[src/include/lspc_defs.svh]
`ifndef LSPC_DEFS_SVH
`define LSPC_DEFS_SVH

// Raster geometry, one fixed mode only
`define LSPC_H_TOTAL      9'd384 // Pixels per line, 4 clocks each
`define LSPC_V_TOTAL      9'd264 // Lines per frame
`define LSPC_VBL_START    9'd224 // First blanked line
`define LSPC_HSYNC_END    9'd32  // HSYNC high for pixels 0..31
`define LSPC_VSYNC_LINES  9'd4   // Vsync on the last lines of the frame

// Video RAM
`define LSPC_VRAM_WORDS   32768   // 32K words
`define LSPC_FIX_BASE     15'h7000 // Fix map, 48 columns of 32 words

// CPU register indices
// 0 and 1 both read back the prefetch buffer
`define LSPC_REG_ADDR     2'd0 // VRAM address
`define LSPC_REG_DATA     2'd1 // VRAM data
`define LSPC_REG_MOD      2'd2 // Address modulo
`define LSPC_REG_MODE     2'd3 // Mode / status

`endif

[src/logic/lspcPkg.sv]
`default_nettype none

package lspcPkg;

	// VRAM side
	typedef logic [14:0] vramAddrT; // Word address, 32K
	typedef logic [15:0] vramDataT; // One VRAM word

	// Raster counters
	typedef logic [8:0] hCountT; // Pixel in line
	typedef logic [8:0] vCountT; // Line in frame

	// CPU port register select
	typedef logic [1:0] regSelT;

	// Auto-animation tile counter
	typedef logic [2:0] aaCountT;

	// Fix map word fields
	typedef logic [11:0] fixTileT; // Bits 11..0
	typedef logic [3:0] palT;      // Bits 15..12

	// CPU access flow
	// Write goes WRWAIT then RDWAIT for the prefetch at the new address
	typedef enum logic [1:0]
	{
		IDLE,   // Ready for a transfer
		WRWAIT, // VRAM write pending
		RDWAIT  // Prefetch pending
	} cpuStateT;

endpackage

`default_nettype wire

[src/logic/pBusDriver.sv]
`timescale 1ns/1ns
`default_nettype none

module pBusDriver
(
	input wire CLK_24M,
	input wire arstN,
	input wire lspcPkg::hCountT hCount,
	input wire lspcPkg::vCountT vCount,
	input wire lspcPkg::vramDataT fixEntry,
	input wire fixValid,
	output logic pixLoad,
	output logic [15:0] pBusAddr,
	output lspcPkg::palT pBusPal
);
	import lspcPkg::*;

	logic b1Prev;      // hCount bit 1, last clock
	logic pck1;        // Fall of bit 1
	logic loadD;
	vramDataT fixNext; // Fetched, not yet on the bus
	fixTileT tileQ;
	palT palQ;

	assign pck1 = b1Prev & ~hCount[1];

	// Strobe and bus, one clock after the tile latch
	always_ff @(posedge CLK_24M or negedge arstN)
	begin
		if (!arstN)
		begin
			b1Prev <= 1'b0;
			loadD <= 1'b0;
			pixLoad <= 1'b0;
			pBusAddr <= '0;
			pBusPal <= '0;
		end
		else
		begin
			b1Prev <= hCount[1];
			loadD <= pck1;
			pixLoad <= loadD; // Bus and strobe change together
			if (loadD)
			begin
				pBusAddr <= {hCount[2], vCount[2:0], tileQ}; // A4, line in tile, tile
				pBusPal <= palQ;
			end
		end
	end

	// Tile pipeline, next fetch can land while this one is shown
	always_ff @(posedge CLK_24M)
	begin
		if (fixValid)
			fixNext <= fixEntry;
		if (pck1)
		begin
			tileQ <= fixNext[11:0];
			palQ <= fixNext[15:12];
		end
	end

endmodule

`default_nettype wire

[config.mk]
export PLATFORM = sky130hd
export DESIGN_NAME = pBusDriver
export DESIGN_NICKNAME = d
export VERILOG_FILES = /design/src/include/lspc_defs.svh /design/src/logic/lspcPkg.sv /design/src/logic/pBusDriver.sv
export SDC_FILE = /design/constraint.sdc
export NUM_CORES = 1
export LEC_CHECK = 0
export BUFFER_PORTS_ARGS = -buffer_cell sky130_fd_sc_hd__buf_2
export CAP_MARGIN = 20
export CORE_MARGIN = 2
export CORE_UTILIZATION = 35
export DETAILED_ROUTE_END_ITERATION = 10
export MAX_ROUTING_LAYER = met4
export REMOVE_ABC_BUFFERS = 1
export SETUP_SLACK_MARGIN = 0.15
export SYNTH_ARGS = -nofsm -noshare
export SYNTH_HDL_FRONTEND = slang
export SYNTH_SLANG_ARGS = --single-unit
export TNS_END_PERCENT = 1
[constraint.sdc]
create_clock -name CLK_24M -period 2.1 [get_ports CLK_24M]
set_input_delay 0.105 -clock CLK_24M [delete_from_list [all_inputs] [get_ports CLK_24M]]
set_output_delay 0.105 -clock CLK_24M [all_outputs]
set_load 0.02 [all_outputs]
# After elaboration in Yosys (flattened, before gate mapping)

Cells that the tools add are included.

Flip-flop bits (word level): 55
Output and inout bits: 21
Word-level logic and storage cells: 10

Bitwise operators: 2

Operators by type and width:

| kind        | count |
|---|---|
| $and 1x1->1 | 1 |
| $not 1->1   | 1 |

# Logic depth before layout (Yosys ltp)

Word-level depth: 2
Mapped depth: 2
Gate-level depth less buffers: 1

# Least setup slack after synthesis

OpenSTA, ideal clock, no wires.

Path kind: register to register
Start point: reg b1Prev
End point: reg palQ[0], enable pin
Setup time: 392 ps
Arrival: 1093 ps
Slack: 615 ps
Cell stages (with the launch flop): 2
Buffers on the path: 0
Cell sequence: dfrtp_1 -> nor2b_1

Cells in the longest elaborated chain, start to end: 1

Ends and longest elaborated chain:

| element                | line             | text |
|---|---|---|
| start, declared        | pBusDriver.sv:18 | `logic b1Prev;` |
| start signal, assigned | pBusDriver.sv:40 | `b1Prev <= hCount[1];` |
| $and 1x1->1            | pBusDriver.sv:25 | `assign pck1 = b1Prev & ~hCount[1];` |
| via pck1               | pBusDriver.sv:19 | `logic pck1;` |
| end signal, assigned   | pBusDriver.sv:59 | `palQ <= fixNext[15:12];` |
| end, declared          | pBusDriver.sv:23 | `palT palQ;` |

The timed path passes the listed nets, and every way through them passes these cells.
A chain may end at the register's enable or synchronous reset.

# Worst setup path after layout

Start point: in hCount[1]
End point: reg tileQ[2], enable pin

Cells in the longest elaborated chain, start to end: 2

Ends and longest elaborated chain:

| element              | line             | text |
|---|---|---|
| start, declared      | pBusDriver.sv:8  | `input wire lspcPkg::hCountT hCount,` |
| $not 1->1            | pBusDriver.sv:25 |  |
| $and 1x1->1          | pBusDriver.sv:25 |  |
| via pck1             | pBusDriver.sv:19 |  |
| end signal, assigned | pBusDriver.sv:58 | `tileQ <= fixNext[11:0];` |
| end, declared        | pBusDriver.sv:22 | `fixTileT tileQ;` |

The timed path passes the listed nets, and every way through them passes these cells.

==> run summary <==
The number of setup violations in the final report is 0. The worst-case clock skew came out at 0.00677 ns. The number of sinks on the clock net is 55. The number of distinct library cells after synthesis came out at 5.

The pin count of the biggest net entering global routing came out at 24. The first global-routing pass estimated between 4000 and 5000 um of wire. The maximum fanout encountered on the critical timing path came out at 17. Ranked by total cell area, the synthesized netlist is headed by sky130_fd_sc_hd__edfxtp_1 (52%), sky130_fd_sc_hd__dfrtp_1 (31%), sky130_fd_sc_hd__mux2_4 (16%). Setup total negative slack on the finished layout was measured at 0 ns. Counting flops with a built-in enable in the synthesized netlist gives 32. The detailed placer's ending HPWL came out at 1800 um. The met3 demand-to-capacity share in global routing came out at 4.82%. The clock reaches the later pin of the worst-skew pair after approximately 0.3 ns. The worst min-delay path class is input pin to register. The repair_antennas step left the layout with diodes totalling 0. After Yosys synthesis, and, or, nand and nor cells account for less than 1% of the synthesized area.

The final net count came out at 184. Summing internal, switching and leakage power gives 2.09 mW. Broken down by cell family, the worst path's largest delay share belongs to buffers and inverters. The post-synthesis compound-gate area fraction is 0%. In the routed design, unresolved DRC markers number 0. Of the total synthesized cell area, the portion taken by XOR and XNOR cells is 0%. The core box area came out at slightly above 0.005 sq mm. The die covers between 0.005 and 0.006 sq mm. After synthesis the netlist holds a flip-flop and latch count of 55. The count of vias placed by the detailed router came out at 902.

The leakage power figure is 1.03 nW. The floorplan step set the die width to a little under 80 um. The first routing iteration left 19 violations. The worst pin sits at a relative slew slack of 66.5%.

The share of cell area taken by muxes after synthesis is 16.1%. The hold slack came out at 0.0334 ns. The wire length reported by the detailed router is 2840 um.

The aggregate global-route resource usage is 10.9%. The clock transition at the registers of the reported paths is 0.09 ns. The flow ran to the end, and the final reports show no timing, DRC or antenna violations. The switching power of the nets is 0.487 mW. The post-synthesis share of cell area spent on full adders, half adders and majority gates came out at 0%. The async set-reset flop share out of synthesis is 41.8%.

The arrival time at the worst endpoint is 1.14 ns. Walking the worst path, the cells encountered are dlygate4sd3_1 > buf_2 > nor2b_1 > buf_4. The initial utilization of the core area, before any placement, comes to 36.3%.

During synthesis, Yosys emitted a total of 0 warnings. The transition time at the pin with the least slew margin came out at 0.503 ns. The largest single stage delay on the critical path is 0.53 ns. Summed over all layers, the global routing overflow is 0.

Yosys instantiated no cell more often than sky130_fd_sc_hd__edfxtp_1. The longest clock path from root to sink contains 2 buffers. For this run, the top clock speed supported by timing is about 870 MHz. met2 is the most crowded layer. The clock network accounts for 26.2% of the total power. In this run the count of I/O pins placed on the die edge is between 50 and 60.

The cell internal power dissipation came out at roughly 1.6 mW. The post-synthesis instance area came out at 0.00187 sq mm. The most used flip-flop cell after synthesis is sky130_fd_sc_hd__edfxtp_1. The layout cell share with drive strength beyond 1 is 48.6%. The total placed cells including tap cells came out at 192. The synthesized design spends more area on one cell type than any other, namely sky130_fd_sc_hd__edfxtp_1.

The highest ir drop seen on vdd came out at 395 uV. The required time at the endpoint of the critical path came out at 2.09 ns. Global routing consumed, on the met2 layer, 18.6% of the routing resources.

In this run switching power makes up 23.3% of total power. The largest family of logic cells by synthesized area is multiplexers. The via count of the first global-routing pass came out at 950. The share of the clock period used by the worst path came out at 54.5%. The number of endpoints with negative hold slack in the final report is 0.

A synthesized cell averages approximately 24 sq um. The kind of end point of the critical path is a register. The height of the die came out at 77.0 um. The met1 track demand over resource in global routing is a little over a tenth.

Among all stages on the critical path, the largest delay is contributed by sky130_fd_sc_hd__dlygate4sd3_1. The total of buffers placed on input and output ports came out at between 40 and 50. The H-tree generated during clock tree synthesis spans 2 levels.

The share of the synthesized area in the top cell type is 51.5%. The number of detailed-routing iterations run before antenna repair is 2. Once layout is complete, the cells apart from fillers number approximately 220. Setup repair after global routing left no endpoint under its margin.

The cell count after synthesis came out at 78. The synthesis-to-layout area growth is 30.2%. Dividing total power by cell area gives a power density of 860 mW/mm^2.

The sum of buffers and inverters on the critical path came out at 3. The CTS tree is yes. The number of resized instances in the post-cts repair step came out at 0. In this run the core area contains 26 standard-cell rows. The start-to-end type of the worst setup path is input pin to register. Routability-driven placement finished with a final weighted congestion of approximately 0.67. The max-slew violation count came out at 0. The cell sitting at the root of the clock tree is a sky130_fd_sc_hd__clkbuf_8. The max-capacitance violation count came out at 0.

The initial antenna violation count came out at 0. The number of clock buffers added by TritonCTS is 5. The power share of the sequential group is 60.8%.

The kind of start point of the critical path is an input pin. After synthesis, flip-flops and latches occupy 82.4% of the total area. In this run, the combinational gates consume 13.0% of the power. The via density per instance is 4.14. The clock period minus final worst setup slack came out at approximately 1.1 ns.

The average wire length per cell after detail routing is 13.0 um. The count of nets left with antenna violations once routing finished came out at 0. The commonest cells after synthesis are sky130_fd_sc_hd__edfxtp_1 (32), sky130_fd_sc_hd__dfrtp_1 (23), sky130_fd_sc_hd__mux2_4 (20).
==> what timing repair did <==
item	CTS	global route
buffers inserted	0	0
hold endpoints to repair	40	0
hold buffers	18	0
endpoints found under the setup margin	0	0
==> cells by family (layout without fill, tap and decap cells) <==
| group | after synthesis | in the layout |
|---|---|---|
| buffers and inverters | 2 | 72 |
| multiplexers | 20 | 20 |
| flip-flops | 55 | 55 |
| AND/OR/NAND/NOR | 1 | 1 |
==> routing by layer <==
metal	wire, um	share of wire (%)
met5	0	0
met4	33	1.2
met3	196	6.9
met2	1510	53
met1	1090	39
==> registers in the layout (all words and copies together), names as in the netlist <==
name      count
fixNext      16
pBusAddr     16
tileQ        12
pBusPal       4
palQ          4
b1Prev        1
loadD         1
pixLoad       1
==> final cells by class <==
cell class	count	area, sq um
Clock inverter	3	15.0
Fill cell	478	2710
Sequential cell	55	1540
Multi-Input combinational cell	21	307
Timing Repair Buffer	64	415
Tap cell	70	87.6
Clock buffer	5	68.8
==> cell usage in the layout (no fill, tap or decap) <==
master                          synthesis  final
sky130_fd_sc_hd__buf_2                  0     44
sky130_fd_sc_hd__buf_4                  0      2
sky130_fd_sc_hd__clkbuf_8               0      5
sky130_fd_sc_hd__clkinv_1               0      2
sky130_fd_sc_hd__clkinvlp_4             0      1
sky130_fd_sc_hd__dfrtp_1               23     23
sky130_fd_sc_hd__dlygate4sd3_1          0     18
sky130_fd_sc_hd__edfxtp_1              32     32
sky130_fd_sc_hd__mux2_4                20     20
sky130_fd_sc_hd__nor2b_1                1      1
==> path summary, 6_finish.rpt <==
path / startpoint / end / slack, ns / cells after the start
worst min register to register: fixNext[3] / tileQ[3] / 0.43 / 0
max in group asynchronous: arstN / pBusAddr[5] / 1.46 / 2
worst max register to register: loadD / pBusAddr[1] / 0.96 / 2
worst min-delay path: vCount[2] / pBusAddr[14] / 0.03 / 2
min in group asynchronous: arstN / loadD / 0.30 / 2
worst max-delay path: hCount[1] / tileQ[2] / 0.96 / 4
==> power groups by stage <==
stage | clock, mW | combinational [mW] | sequential (mW)
floorplan | 0 | 0.0806 | 1.36
CTS | 0.565 | 0.276 | 1.27
detailed placement | 0 | 0.251 | 1.29
finish | 0.547 | 0.272 | 1.27
global route | 0.630 | 0.291 | 1.28
global placement | 0 | 0.247 | 1.29
==> through the flow <==
stage | instance area [sq um] | util [%] | setup slack, ns
after floorplan | 1840 | - | 0.615
after global placement | 2170 | 42.1 | 0.990
after detailed placement | 2170 | 42.1 | 0.964
after CTS | 2430 | 47.3 | 0.938
after global routing | 2430 | 47.3 | 0.913
final | 2430 | 47.3 | 0.956
Power figures use the tool's default switching activity.
