**src/include/lspc_defs.svh**
```systemverilog
`ifndef LSPC_DEFS_SVH
`define LSPC_DEFS_SVH

// Raster geometry, one fixed mode only
`define LSPC_H_TOTAL      9'd384 // Pixels per line, 4 clocks each
`define LSPC_V_TOTAL      9'd264 // Lines per frame
`define LSPC_VBL_START    9'd224 // First blanked line
`define LSPC_HSYNC_END    9'd32  // HSYNC high for pixels 0..31
`define LSPC_VSYNC_LINES  9'd4   // Vsync on the last lines of the frame

// Video RAM
`define LSPC_VRAM_WORDS   32768   // 32K words
`define LSPC_FIX_BASE     15'h7000 // Fix map, 48 columns of 32 words

// CPU register indices
// 0 and 1 both read back the prefetch buffer
`define LSPC_REG_ADDR     2'd0 // VRAM address
`define LSPC_REG_DATA     2'd1 // VRAM data
`define LSPC_REG_MOD      2'd2 // Address modulo
`define LSPC_REG_MODE     2'd3 // Mode / status

`endif

```
**src/logic/lspcPkg.sv**
```systemverilog
`default_nettype none

package lspcPkg;

	// VRAM side
	typedef logic [14:0] vramAddrT; // Word address, 32K
	typedef logic [15:0] vramDataT; // One VRAM word

	// Raster counters
	typedef logic [8:0] hCountT; // Pixel in line
	typedef logic [8:0] vCountT; // Line in frame

	// CPU port register select
	typedef logic [1:0] regSelT;

	// Auto-animation tile counter
	typedef logic [2:0] aaCountT;

	// Fix map word fields
	typedef logic [11:0] fixTileT; // Bits 11..0
	typedef logic [3:0] palT;      // Bits 15..12

	// CPU access flow
	// Write goes WRWAIT then RDWAIT for the prefetch at the new address
	typedef enum logic [1:0]
	{
		IDLE,   // Ready for a transfer
		WRWAIT, // VRAM write pending
		RDWAIT  // Prefetch pending
	} cpuStateT;

endpackage

`default_nettype wire

```
**src/logic/videoSync.sv**
```systemverilog
`timescale 1ns/1ns
`default_nettype none
`include "lspc_defs.svh"

module videoSync
(
	input wire CLK_24M,
	input wire arstN,
	input wire logic [7:0] aaSpeed,
	input wire aaDisable,
	output lspcPkg::hCountT hCount,
	output lspcPkg::vCountT vCount,
	output logic hsync,
	output logic vblank,
	output logic csync,
	output lspcPkg::aaCountT aaCount
);
	import lspcPkg::*;

	logic [1:0] subPix; // Clock within pixel
	logic lineEnd;
	logic frameEnd;
	logic vsync;
	logic vblStart;     // Clock before vblank rises
	hCountT hNext;
	vCountT vNext;
	logic [7:0] frameCnt; // Frames since last animation step

	assign lineEnd = (hCount == `LSPC_H_TOTAL - 9'd1);
	assign frameEnd = (vCount == `LSPC_V_TOTAL - 9'd1);
	assign hNext = lineEnd ? '0 : hCount + 9'd1;
	assign vNext = frameEnd ? '0 : vCount + 9'd1;
	assign vblStart = (subPix == 2'd3) && lineEnd && (vNext == `LSPC_VBL_START);

	assign csync = hsync ^ ~vsync; // Composite

	// Raster counters and syncs, all updated on the last clock of a pixel
	always_ff @(posedge CLK_24M or negedge arstN)
	begin
		if (!arstN)
		begin
			subPix <= 2'd0;
			hCount <= '0;
			vCount <= '0;
			hsync <= 1'b0;
			vsync <= 1'b0;
			vblank <= 1'b0;
		end
		else
		begin
			subPix <= subPix + 2'd1;
			if (subPix == 2'd3)
			begin
				hCount <= hNext;
				hsync <= (hNext < `LSPC_HSYNC_END);
				if (lineEnd)
				begin
					vCount <= vNext;
					vblank <= (vNext >= `LSPC_VBL_START);
					vsync <= (vNext >= `LSPC_V_TOTAL - `LSPC_VSYNC_LINES); // Last 4 lines
				end
			end
		end
	end

	// Auto-animation frame divider
	always_ff @(posedge CLK_24M or negedge arstN)
	begin
		if (!arstN)
		begin
			frameCnt <= '0;
			aaCount <= '0;
		end
		else if (vblStart)
		begin
			if (frameCnt >= aaSpeed) // Also catches a speed lowered mid-count
			begin
				frameCnt <= '0;
				if (!aaDisable)
					aaCount <= aaCount + 3'd1;
			end
			else
				frameCnt <= frameCnt + 8'd1;
		end
	end

	// Counters stay inside the raster
	assert property (@(posedge CLK_24M) disable iff (!arstN)
		(hCount < `LSPC_H_TOTAL) && (vCount < `LSPC_V_TOTAL));

endmodule

`default_nettype wire

```
**config.mk**
```make
export PLATFORM = sky130hd
export DESIGN_NAME = videoSync
export DESIGN_NICKNAME = d
export VERILOG_FILES = /design/src/logic/lspcPkg.sv /design/src/logic/videoSync.sv
export VERILOG_INCLUDE_DIRS = /design/src /design/src/include
export SDC_FILE = /design/constraint.sdc
export NUM_CORES = 1
export LEC_CHECK = 0
export BUFFER_PORTS_ARGS = -buffer_cell sky130_fd_sc_hd__buf_2
export CELL_PAD_IN_SITES_DETAIL_PLACEMENT = 0
export CELL_PAD_IN_SITES_GLOBAL_PLACEMENT = 1
export CORE_MARGIN = 3
export CORE_UTILIZATION = 40
export CTS_CLUSTER_SIZE = 10
export DETAILED_ROUTE_END_ITERATION = 16
export GPL_TIMING_DRIVEN = 0
export MAX_ROUTING_LAYER = met4
export PLACE_DENSITY = 0.87
export SYNTH_ARGS = -nofsm -noshare
export SYNTH_HDL_FRONTEND = slang
export SYNTH_SLANG_ARGS = --single-unit
```
**constraint.sdc**
```tcl
create_clock -name CLK_24M -period 5.3 [get_ports CLK_24M]
set_clock_uncertainty 0.05 [all_clocks]
set_input_delay 0.265 -clock CLK_24M [delete_from_list [all_inputs] [get_ports CLK_24M]]
set_output_delay 0.265 -clock CLK_24M [all_outputs]
set_load 0.03 [all_outputs]
```
Word-level counts from Yosys, hierarchy flattened. Index checks and enable logic that the tools add are counted.

Add/sub/neg operators: 5. Order comparisons: 4. Equality and inequality tests: 4. Muxes and demuxes: 3. Bitwise gates (word level): 3. Reductions and logical operators: 4.

Operators with widths (count): adder 9 x 1 -> 9 bit, second input constant (2); equality test 9 bit, second input constant (2); two-way mux 9 bit (2); equality test 9 x 8 -> 1 bit, second input constant (1); >= comparator 9 x 8 -> 1 bit, second input constant (1); >= comparator 9 bit, second input constant (1); < comparator 9 x 6 -> 1 bit, second input constant (1); adder 8 x 1 -> 8 bit, second input constant (1); >= comparator 8 bit (1); two-way mux 8 bit (1); adder 3 x 1 -> 3 bit, second input constant (1); AND reduction 3 bit (1); adder 2 x 1 -> 2 bit, second input constant (1); equality test 2 bit, second input constant (1); logical AND 1 bit (2); NOT 1 bit (2); AND reduction 2 bit (1); XOR 1 bit (1).

Register bits after elaboration: 34. Bits of input ports: 11. Logic and storage cells: 31.

Depth between registers and ports, before layout. Gate-level depths: netlist of the first run.

Depth in word-level cells: 5. Gate-level depth with buffers: 8. Depth with buffers taken out: 8.

Least setup slack after synthesis of the first run. OpenSTA, ideal clock, no wires.

Path kind: reg-to-reg. Start point: reg vCount[4]. End point: reg aaCount[1]. Setup time: 0.128 ns. Arrival: 2.500 ns. Required time: 5.122 ns. Slack: 2.622 ns. Stages on the path, launching flop included: 8. Clock period less this slack: 2.678 ns. Cell sequence: dfrtp_1 -> buf_6 -> or4b_4 -> nor3_4 -> o21ai_1 -> a2111o_1 -> nor3_1 -> mux2_1.

Cells in the longest elaborated chain, start to end: 5. Elaborated cells on any way between the ends: 6. Those cells by class: add/sub (1); eq/ne (2); mux (1); reduce/logical (2).

Ends and longest elaborated chain: from (decl) (line videoSync.sv:12) `output lspcPkg::vCountT vCount,`; from (signal assigned) (line videoSync.sv:58) `vCount <= vNext;`; adder 9 x 1 -> 9 bit or equality test 9 bit (tied branches) (line videoSync.sv:32, videoSync.sv:30); two-way mux 9 bit * (line videoSync.sv:32) `assign vNext = frameEnd ? '0 : vCount + 9'd1;`; equality test 9 x 8 -> 1 bit (no line) *; logical AND 1 bit * (line videoSync.sv:33) `` assign vblStart = (subPix == 2'd3) && lineEnd && (vNext == `LSPC_VBL_START); ``; AND reduction 3 bit (no line) *; to (signal assigned) (line videoSync.sv:80) `aaCount <= aaCount + 3'd1;`; to (decl) (line videoSync.sv:16) `output lspcPkg::aaCountT aaCount`.

Every way passes the cells marked *; elsewhere a longest branch is shown, timed or not. A chain may end at the register's enable or synchronous reset.

Worst setup path in the final report of the first run.
Start point: reg hCount[0]. End point: reg aaCount[1].

Cells in the longest elaborated chain, start to end: 4.

Ends and longest elaborated chain: from (decl) (line videoSync.sv:11) `output lspcPkg::hCountT hCount,`; from (signal assigned) (line videoSync.sv:54) `hCount <= hNext;`; equality test 9 bit (line videoSync.sv:29) `` assign lineEnd = (hCount == `LSPC_H_TOTAL - 9'd1); ``; logical AND 1 bit (2 in a row) (line videoSync.sv:33); AND reduction 3 bit (no line).

Every way passes these cells.

==> flow_summary.toml, run 1 <==
[global_routing]
grtUsageTotal_pct = 15.7
grt_max_degree = 35
use_met2_pct = 23.9
antenna_found_initial = 0
overflow = 0
grt_pass1_vias = 1592
grt_pass1_wl_um = 7450
use_met3_pct = 3.29
top_usage_layer = "met2"
grt_util_met1_pct = 20.2

[critical_path]
critPathArrivalTime_ps = 2950
cp.required_ps = 5420
worstReg2RegEnd = "aaCount[1]"
criticalPathCategory = "flip-flop to flip-flop"
r2r-start = "hCount[0]"
worst_setup_path_end_kind = "flip-flop"
startpoint = "hCount[0]"
start_kind = "flip-flop"
cp_max_fo = 9
rr_worst_depth = 7
crit_end = "aaCount[1]"
timing.reg2reg.setup_slack_ps = 2460

[power_and_ir_drop]
vdd_drop_max_mv = 0.117
power.density_nw_per_um2 = 211
p_leak_nw = 1.24

[die]
fp.dieW_um = 77.2
die-area_um2 = 5960
core_um2 = 4820
io_pins = 35
rows = 25
start_util_pct = 42.1
die-height_um = 77.2

[sta]
fmax_mhz = 352
fin_ws_ps = 2460
slew_headroom_pct = 44.8
whs_ps = -11.6
final_hold_viol_count = 20
worstMarginPinSlew_ps = 825
final.min_clock_period_ps = 2840
final_max_slew_viol_count = 0
setup_tns_ps = 0
setup_viol = 0
rsz0062_at_grt = "no"
finalCritPeriodShare_pct = 53.5

[routing]
drt-total-wl_um = 4160
vias = 1721
wire_per_inst_um = 12.8
via_per_inst = 5.28
drc_errors = 0
final_antenna_net_count = 0
drtPass1Iterations = 4
first_iter_violations = 104

[logic_synthesis]
ys.warnings.count = 0
netlist_instances = 217
synth_cell_types = 46
synth_seq_area_share_pct = 41.9
synth_edf_count = 0
async_flop_share_pct = 100
synth_nets = 241
syn_avg_cell_area_um2 = 9.35
synthFlopType = "dfrtp_1"
synth_area_um2 = 2030
ys_seq_elements = 34

[clocking]
cts_buffers = 5
holdBufCountCts = 0
cts.sinks = 34
cts_root_buf = "clkbuf_8"
cts_setup_buffers = 0
cts_resized = 0
clock_path_buffers = 2
clkTransAtPathRegs_ps = 70
clock_latency_ps = 280
cts_max_level = 2
cts_tree = "yes"

[finish]
syn_to_final_growth_pct = 17.9
multi_input_area_um2 = 1070
antenna_cells = 0
fillers = 505
fin_nets = 282
layout_common_cells = "buf_2, dfrtp_1, nand2_1"
layout-drive-gt1-share_pct = 21.2
final_common_cell = "buf_2"
seqCellArea_um2 = 851

[place]
port_buffers = 34
gp_congestion = 0.896
post-place-ws_ps = 2410
dp_hpwl_um = 3020

[status]
failed_checks = "negative hold slack"
status = "finished, violations left"

[run]
cap_violations = 0

[worst_hold_path]
holdCritPathClass = "primary input to asynchronous set/reset pin"
## cell families (layout without fill, tap and decap cells)
logic type                 after synthesis  in the layout  share of synthesized area [%]
and+or+nand+nor                         79             79                           21.3
AOI/OAI and AO/OA                       47             47                           15.5
DFF                                     34             34                           41.9
buffers and inverters                   27             69                           5.55
xor gates and xnor gates                14             14                           6.04
adders and majority gates               13             13                           8.01
muxes                                    3              3                           1.60
## cell type report
type                       instances  area share, %
multi-input combinational        156           44.5
sequential                        34           35.5
timing repair buffer              34           7.11
clock buffer                       8           4.60
tap                               67           3.50
inverter                          17           2.67
buffer                            10           2.04
## worst min path at each step
stage	depth (start not counted)	slack, ps	start	endpoint
final	1	-10	arstN	hCount[5]
after global routing	1	60	arstN	hCount[5]
after CTS	1	30	arstN	hCount[5]
after detailed placement	1	340	arstN	hCount[5]
after global placement	1	330	arstN	hCount[5]
after floorplan	0	-80	arstN	aaCount[0]
## per-stage QoR
stage | util [%] | cells | total power [mW] | area, um2
finish | 49.7 | 326 | 0.506 | 2390
global route | 49.7 | 326 | 0.530 | 2390
CTS | 49.7 | 326 | 0.514 | 2390
detailed placement | 47.4 | 318 | 0.284 | 2280
global placement | 47.4 | 318 | 0.284 | 2280
floorplan | - | 217 | 0.273 | 2030
## synthesized netlist by cell type (all sizes together), types with 2 or more instances
master  instances  area share [%]
dfrtp          34              42
nand2          23             4.3
inv            17             3.1
ha             13             8.0
o21ai          12             3.0
a21oi          11             2.7
xnor2          11             4.7
nand3          10             2.5
nor2           10             1.8
buf             6             1.7
or4             6             2.2
and3            5             1.5
nand4           5             1.5
a22o            4             1.7
clkbuf          4            0.74
nor4            4             1.5
or3             4             1.2
a21o            3             1.1
a31oi           3            0.92
nor3            3             1.3
xor2            3             1.3
a211oi          2            0.74
a31o            2            0.86
a41o            2            0.99
mux2            2             1.1
nor2b           2            0.62
o311ai          2            0.86
or2             2            0.62
## critical path, stage by stage (launching register included)
cell	delay [ps]
dfrtp_1	440
ha_1	220
nand2_1	90
nor4_2	540
o311ai_0	250
a2111o_1	460
nor3_1	320
mux2_1	360
## sequential cells by signal (all words and copies together), names as in the netlist
name and flops:
vblank 1, frameCnt 8, subPix 2, vsync 1, aaCount 3, vCount 9, hsync 1, hCount 9
## metal layers
layer  vias to the layer above  wire length, um
li1                        862                -
met1                       809             2000
met5                         -                0
met3                         6              202
met4                         0               65
met2                        44             1900
## power breakdown
part           leakage (nW)  internal, mW  switching (mW)
logic                 0.755       0.00689          0.0118
registers             0.424         0.260        0.000207
clock network        0.0575         0.131          0.0958
total                  1.24         0.398           0.108
(Power assumes the default switching activity.)
==> run 2: changes to the inputs <==
--- a/config.mk
+++ b/config.mk
@@ -10,7 +10,7 @@
 export CELL_PAD_IN_SITES_DETAIL_PLACEMENT = 0
 export CELL_PAD_IN_SITES_GLOBAL_PLACEMENT = 1
 export CORE_MARGIN = 3
-export CORE_UTILIZATION = 40
+export CORE_UTILIZATION = 38
 export CTS_CLUSTER_SIZE = 10
 export DETAILED_ROUTE_END_ITERATION = 16
 export GPL_TIMING_DRIVEN = 0
==> constraint.sdc (replaced) <==
create_clock -name CLK_24M -period 2.41 [get_ports CLK_24M]
set_clock_uncertainty 0.05 [all_clocks]
set_input_delay 0.1205 -clock CLK_24M [delete_from_list [all_inputs] [get_ports CLK_24M]]
set_output_delay 0.1205 -clock CLK_24M [all_outputs]
set_load 0.03 [all_outputs]
==> run 2 against run 1 <==
Net effect:
- the run ends with negative setup slack left
- sequential power up 120%
- final cell count grew 2.1%
- sequential cell count stayed put
- largest cell class unchanged
- clock-buffer cell count unchanged
- sequential share of layout area decreased by 1.8 points
- register-to-register slack got worse by 2500 ps
- combinational power grew to 2.6 times the previous value
- fmax rose by 15%
- wire length up 10%
- total power rose by 120%
- first-iteration DRC count decreased by 13%
- via count grew 2.2%
==> flow_summary.toml, run 2 (synthesis results as in run 1) <==
[status]
status = "finished, violations left"
failed_checks = "negative setup slack"

[place]
dp.cells = 318
dp_hpwl_um = 3040
placed_area_um2 = 2300
gp_congestion = 0.785
post-place-ws_ps = -301
port_buffers = 34

[finish]
reg_top3 = "hCount (9), vCount (9), frameCnt (8)"
layout-drive-gt1-share_pct = 29.3
final_design_area_no_fill_um2 = 2550
fin_util_pct = 51.5
layout_common_cells = "buf_2, dfrtp_1, nand2_1"
fin_nets = 289
final_cells = 333
final_common_cell = "buf_2"
antenna_cells = 0
syn_to_final_growth_pct = 25.5

[die]
die-height_um = 79.1
core_um2 = 4940
die-area_um2 = 6250
start_util_pct = 41.1
fp.dieW_um = 79.1
rows = 25
io_pins = 35

[critical_path]
worst_path_most_repeated_cell = "nor3_4"
cp.required_ps = 2530
critPathArrivalTime_ps = 2590
r2r-start = "vCount[4]"
cp_slowest_cell = "or4b_4"
worstReg2RegEnd = "aaCount[1]"
path_cells = "or4b_4 -> nor3_4 -> o21ai_2 -> a2111o_1 -> nor3_4 -> mux2_4"
critPathMaxStageDelay_ps = 560
criticalPathCategory = "flip-flop to flip-flop"
cp_max_fo = 5
rr_worst_depth = 6
timing.reg2reg.setup_slack_ps = -50
worst_setup_path_end_kind = "flip-flop"
start_kind = "flip-flop"

[clocking]
clock_path_buffers = 2
cts_buffers = 5
cts_tree = "yes"
clock_latency_ps = 280
clkTransAtPathRegs_ps = 70
cts_max_level = 2
cts.sinks = 34
cts_root_buf = "clkbuf_8"

[power_and_ir_drop]
finalPower_mw = 1.12
vdd_drop_max_mv = 0.206
power.density_nw_per_um2 = 439
p_leak_nw = 1.29

[sta]
finalCritPeriodShare_pct = 102
fin_ws_ps = -50.8
final_max_slew_viol_count = 0
final_hold_viol_count = 0
rsz0062_at_grt = "yes"
setup_viol = 6
fmax_mhz = 406
final.min_clock_period_ps = 2460
slew_headroom_pct = 47.9
worstMarginPinSlew_ps = 782

[global_routing]
grt_pass1_wl_um = 7730
antenna_found_initial = 0
grt_max_degree = 35
grt_pass1_vias = 1653
overflow = 0
grtUsageTotal_pct = 16.0

[routing]
first_iter_violations = 91
drt-total-wl_um = 4580
via_per_inst = 5.28
drtPass1Iterations = 4
final_antenna_net_count = 0
drc_errors = 0
vias = 1759
wire_per_inst_um = 13.8

[worst_hold_path]
hold_end = "aaCount[0]"
min-delay-start = "aaDisable"
holdCritPathClass = "primary input to flip-flop"
min_path_cells = 3

[run]
cap_violations = 0
run 2: cell count changes in the layout (fill, tap and decap cells not counted), moves of 2 or more:
cell	change
buf_4	+8
dfrtp_1	-6
dfrtp_2	+6
clkbuf_1	-3
clkbuf_2	+2
o21ai_0	-2
o311ai_0	-2
run 2: final cells by class:
class / instances / area, um2
plain buffers: 8 / 38.8
well taps: 67 / 83.8
multi-input cells: 157 / 1160
fillers: 484 / 2400
inverters: 17 / 63.8
clock buffers: 8 / 110
flip-flops and latches: 34 / 858
repair buffers: 42 / 233
run 2: power breakdown:
part           switching [mW]  leakage, nW  total, mW  internal, mW
logic                  0.0303        0.817     0.0479        0.0177
registers            0.000459        0.414      0.571         0.571
clock network           0.210       0.0575      0.499         0.289
run 2: layer usage:
layer / wire (um) / track usage, %
met5: 0 / -
met4: 88 / 6.87
met3: 221 / 3.63
met2: 2050 / 23.3
met1: 2220 / 21.5
run 2: through the flow:
step / hold WS, ps / TNS (ps)
3_5_place_dp: 204 / -2200
6_report: 112 / -144
3_3_place_gp: 191 / -2290
5_1_grt: 135 / -832
4_1_cts: 72.8 / -337
2_1_floorplan: -225 / -229
run 2: how the worst max path moves through the flow:
| stage | cells after the start | to | slack [ps] | start |
|---|---|---|---|---|
| finish | 6 | aaCount[1] | -50 | vCount[4] |
| global placement | 7 | aaCount[1] | -310 | hCount[0] |
| global route | 6 | aaCount[1] | -140 | vCount[4] |
| floorplan | 7 | aaCount[1] | -100 | vCount[4] |
| CTS | 6 | aaCount[1] | -170 | vCount[4] |
| detailed placement | 7 | aaCount[1] | -300 | hCount[0] |
run 2: worst max-delay path: cells and delay by family, from the launching register on:
family	cells	cell delay [ps]
AO/OA/AOI/OAI	2	610
AND/OR/NAND/NOR	3	970
multiplexers	1	310
flip-flops	1	410
run 2: timing repair:
item | 4_1_cts | 5_1_grt
pin swaps | 7 | 5
setup buffers | 3 | 4
gates resized for setup | 10 | 13
gates cloned | 1 | 0
hold endpoints to repair | 34 | 0
hold buffers | 1 | 0
endpoints found under the setup margin | 11 | 11
==> run 3: changes to the inputs <==
--- a/config.mk
+++ b/config.mk
@@ -6,16 +6,16 @@
 export SDC_FILE = /design/constraint.sdc
 export NUM_CORES = 1
 export LEC_CHECK = 0
-export BUFFER_PORTS_ARGS = -buffer_cell sky130_fd_sc_hd__buf_2
 export CELL_PAD_IN_SITES_DETAIL_PLACEMENT = 0
 export CELL_PAD_IN_SITES_GLOBAL_PLACEMENT = 1
 export CORE_MARGIN = 3
-export CORE_UTILIZATION = 38
+export CORE_UTILIZATION = 40
 export CTS_CLUSTER_SIZE = 10
 export DETAILED_ROUTE_END_ITERATION = 16
+export DONT_BUFFER_PORTS = 1
 export GPL_TIMING_DRIVEN = 0
 export MAX_ROUTING_LAYER = met4
-export PLACE_DENSITY = 0.87
+export PLACE_DENSITY = 0.82
 export SYNTH_ARGS = -nofsm -noshare
 export SYNTH_HDL_FRONTEND = slang
 export SYNTH_SLANG_ARGS = --single-unit
==> run 3 against run 2 <==
Net effect:
- the flow still finishes with violations (negative setup slack)
- global-route usage is 0.24 points lower
- fmax decreased by 6.5%
- sequential cell count unchanged
- critical path type unchanged
- critical endpoint is now frameCnt[3]
- largest power group unchanged
==> flow_summary.toml, run 3 (synthesis results as in run 1) <==
[routing]
via_per_inst = 5.43
drt-total-wl_um = 4250
wire_per_inst_um = 14.0
drtPass1Iterations = 4
vias = 1652
drc_errors = 0
first_iter_violations = 58
final_antenna_net_count = 0

[critical_path]
path_cells = "buf_6 -> or4b_4 -> nor3_4 -> o21ai_2 -> a2111o_1 -> or4_1 -> o21ai_1"
critPathMaxStageDelay_ps = 520
cp_slowest_cell = "or4b_4"
start_kind = "flip-flop"
startpoint = "vCount[4]"
cp.required_ps = 2570
criticalPathCategory = "flip-flop to flip-flop"
cp_max_fo = 5
r2r-start = "vCount[4]"
timing.reg2reg.setup_slack_ps = -220
worst-path-buf-inv = 1
worst_setup_path_end_kind = "flip-flop"
critPathArrivalTime_ps = 2790
crit_family = "simple AND/OR/NAND/NOR gates"

[finish]
antenna_cells = 0
fin_util_pct = 50.1
syn_to_final_growth_pct = 19.0
fillers = 483
layout-drive-gt1-share_pct = 21.9
layout_common_cells = "nand2_1, dfrtp_1, inv_1"
fin_nets = 260
final_cells = 304
reg_top3 = "hCount (9), vCount (9), frameCnt (8)"

[worst_hold_path]
min-delay-start = "aaDisable"
holdCritPathClass = "primary input to flip-flop"

[sta]
final_hold_viol_count = 0
rsz0062_at_grt = "yes"
setup_viol = 11
slew_headroom_pct = 53.7
whs_ps = 31.1
worstMarginPinSlew_ps = 693
final.min_clock_period_ps = 2630
finalCritPeriodShare_pct = 109
setup_tns_ps = -1670
final_max_slew_viol_count = 0
fmax_mhz = 380
fin_ws_ps = -221

[global_routing]
grt_pass1_vias = 1571
grt_max_degree = 35
grtUsageTotal_pct = 15.8
antenna_found_initial = 0
grt_pass1_wl_um = 7410
overflow = 0

[status]
status = "finished, violations left"
failed_checks = "negative setup slack"

[clocking]
clock_path_buffers = 2
clkTransAtPathRegs_ps = 70
cts.sinks = 34
cts_buffers = 5
cts_root_buf = "clkbuf_8"
clock_latency_ps = 280
cts_tree = "yes"
cts_max_level = 2

[place]
gp_congestion = 0.770
port_buffers = 0
dp_hpwl_um = 2940
dp.cells = 284

[die]
core_um2 = 4820
fp.dieW_um = 77.2
rows = 25
die-height_um = 77.2
die-area_um2 = 5960
start_util_pct = 42.1
io_pins = 35

[power_and_ir_drop]
power.density_nw_per_um2 = 435
p_leak_nw = 1.14
vdd_drop_max_mv = 0.235
finalPower_mw = 1.05

[run]
cap_violations = 0
[run 3: cell count changes in the layout (fill, tap and decap cells not counted), moves of 2 or more]
cell,previous run,this run
buf_2,36,2
dfrtp_2,6,11
buf_6,0,2
clkbuf_8,8,6
dfrtp_1,28,23
[run 3: worst register-to-register path: cells and delay by family (launching register included)]
| family | cells | cell delay, ps |
|---|---|---|
| buf+inv | 1 | 150 |
| flops | 1 | 480 |
| simple gates | 3 | 1210 |
| compound gates | 3 | 670 |
[run 3: metrics by stage]
stage          setup slack (ps)  cell area, um2
5_1_grt                    -341            2410
3_3_place_gp               -493            2130
4_1_cts                    -278            2370
3_5_place_dp               -497            2130
2_1_floorplan             -97.0            2040
6_report                   -221            2410
[run 3: final timing paths]
check / to / depth (start not counted)
max: frameCnt[3] / 7
min: aaCount[1] / 2
max reg2reg: frameCnt[3] / 7
min reg2reg: subPix[0] / 1
max in group asynchronous: vCount[2] / 2
min in group asynchronous: hCount[1] / 2
[run 3: report_power, final]
group	internal (mW)	switching, mW	total, mW	leakage (nW)
Sequential	0.571	0.000590	0.571	0.409
Clock	0.229	0.207	0.437	0.0472
Combinational	0.0159	0.0274	0.0433	0.688
[run 3: timing repair]
action | CTS | global route
pin swaps | 2 | 2
hold buffers | 3 | 0
resized for setup | 19 | 7
setup buffers | 5 | 3
setup endpoints to repair | 11 | 12
gates cloned | 1 | 0
hold endpoints to repair | 35 | 0
[run 3: layout make-up]
class / count / area, um2 / share of cell area (%)
Inverter: 17 / 63.8 / 2.64
Timing Repair Buffer: 11 / 100 / 4.15
Tap cell: 67 / 83.8 / 3.47
Sequential cell: 34 / 865 / 35.8
Clock buffer: 6 / 82.6 / 3.42
Buffer: 10 / 61.3 / 2.54
Multi-Input combinational cell: 157 / 1150 / 47.5
Clock inverter: 2 / 12.5 / 0.518
[run 3: per-layer routing]
layer	track usage [%]	part of all wire, %
met1	19.7	47
met2	23.9	46
met3	5.40	6.3
met4	5.34	0.99
met5	-	0
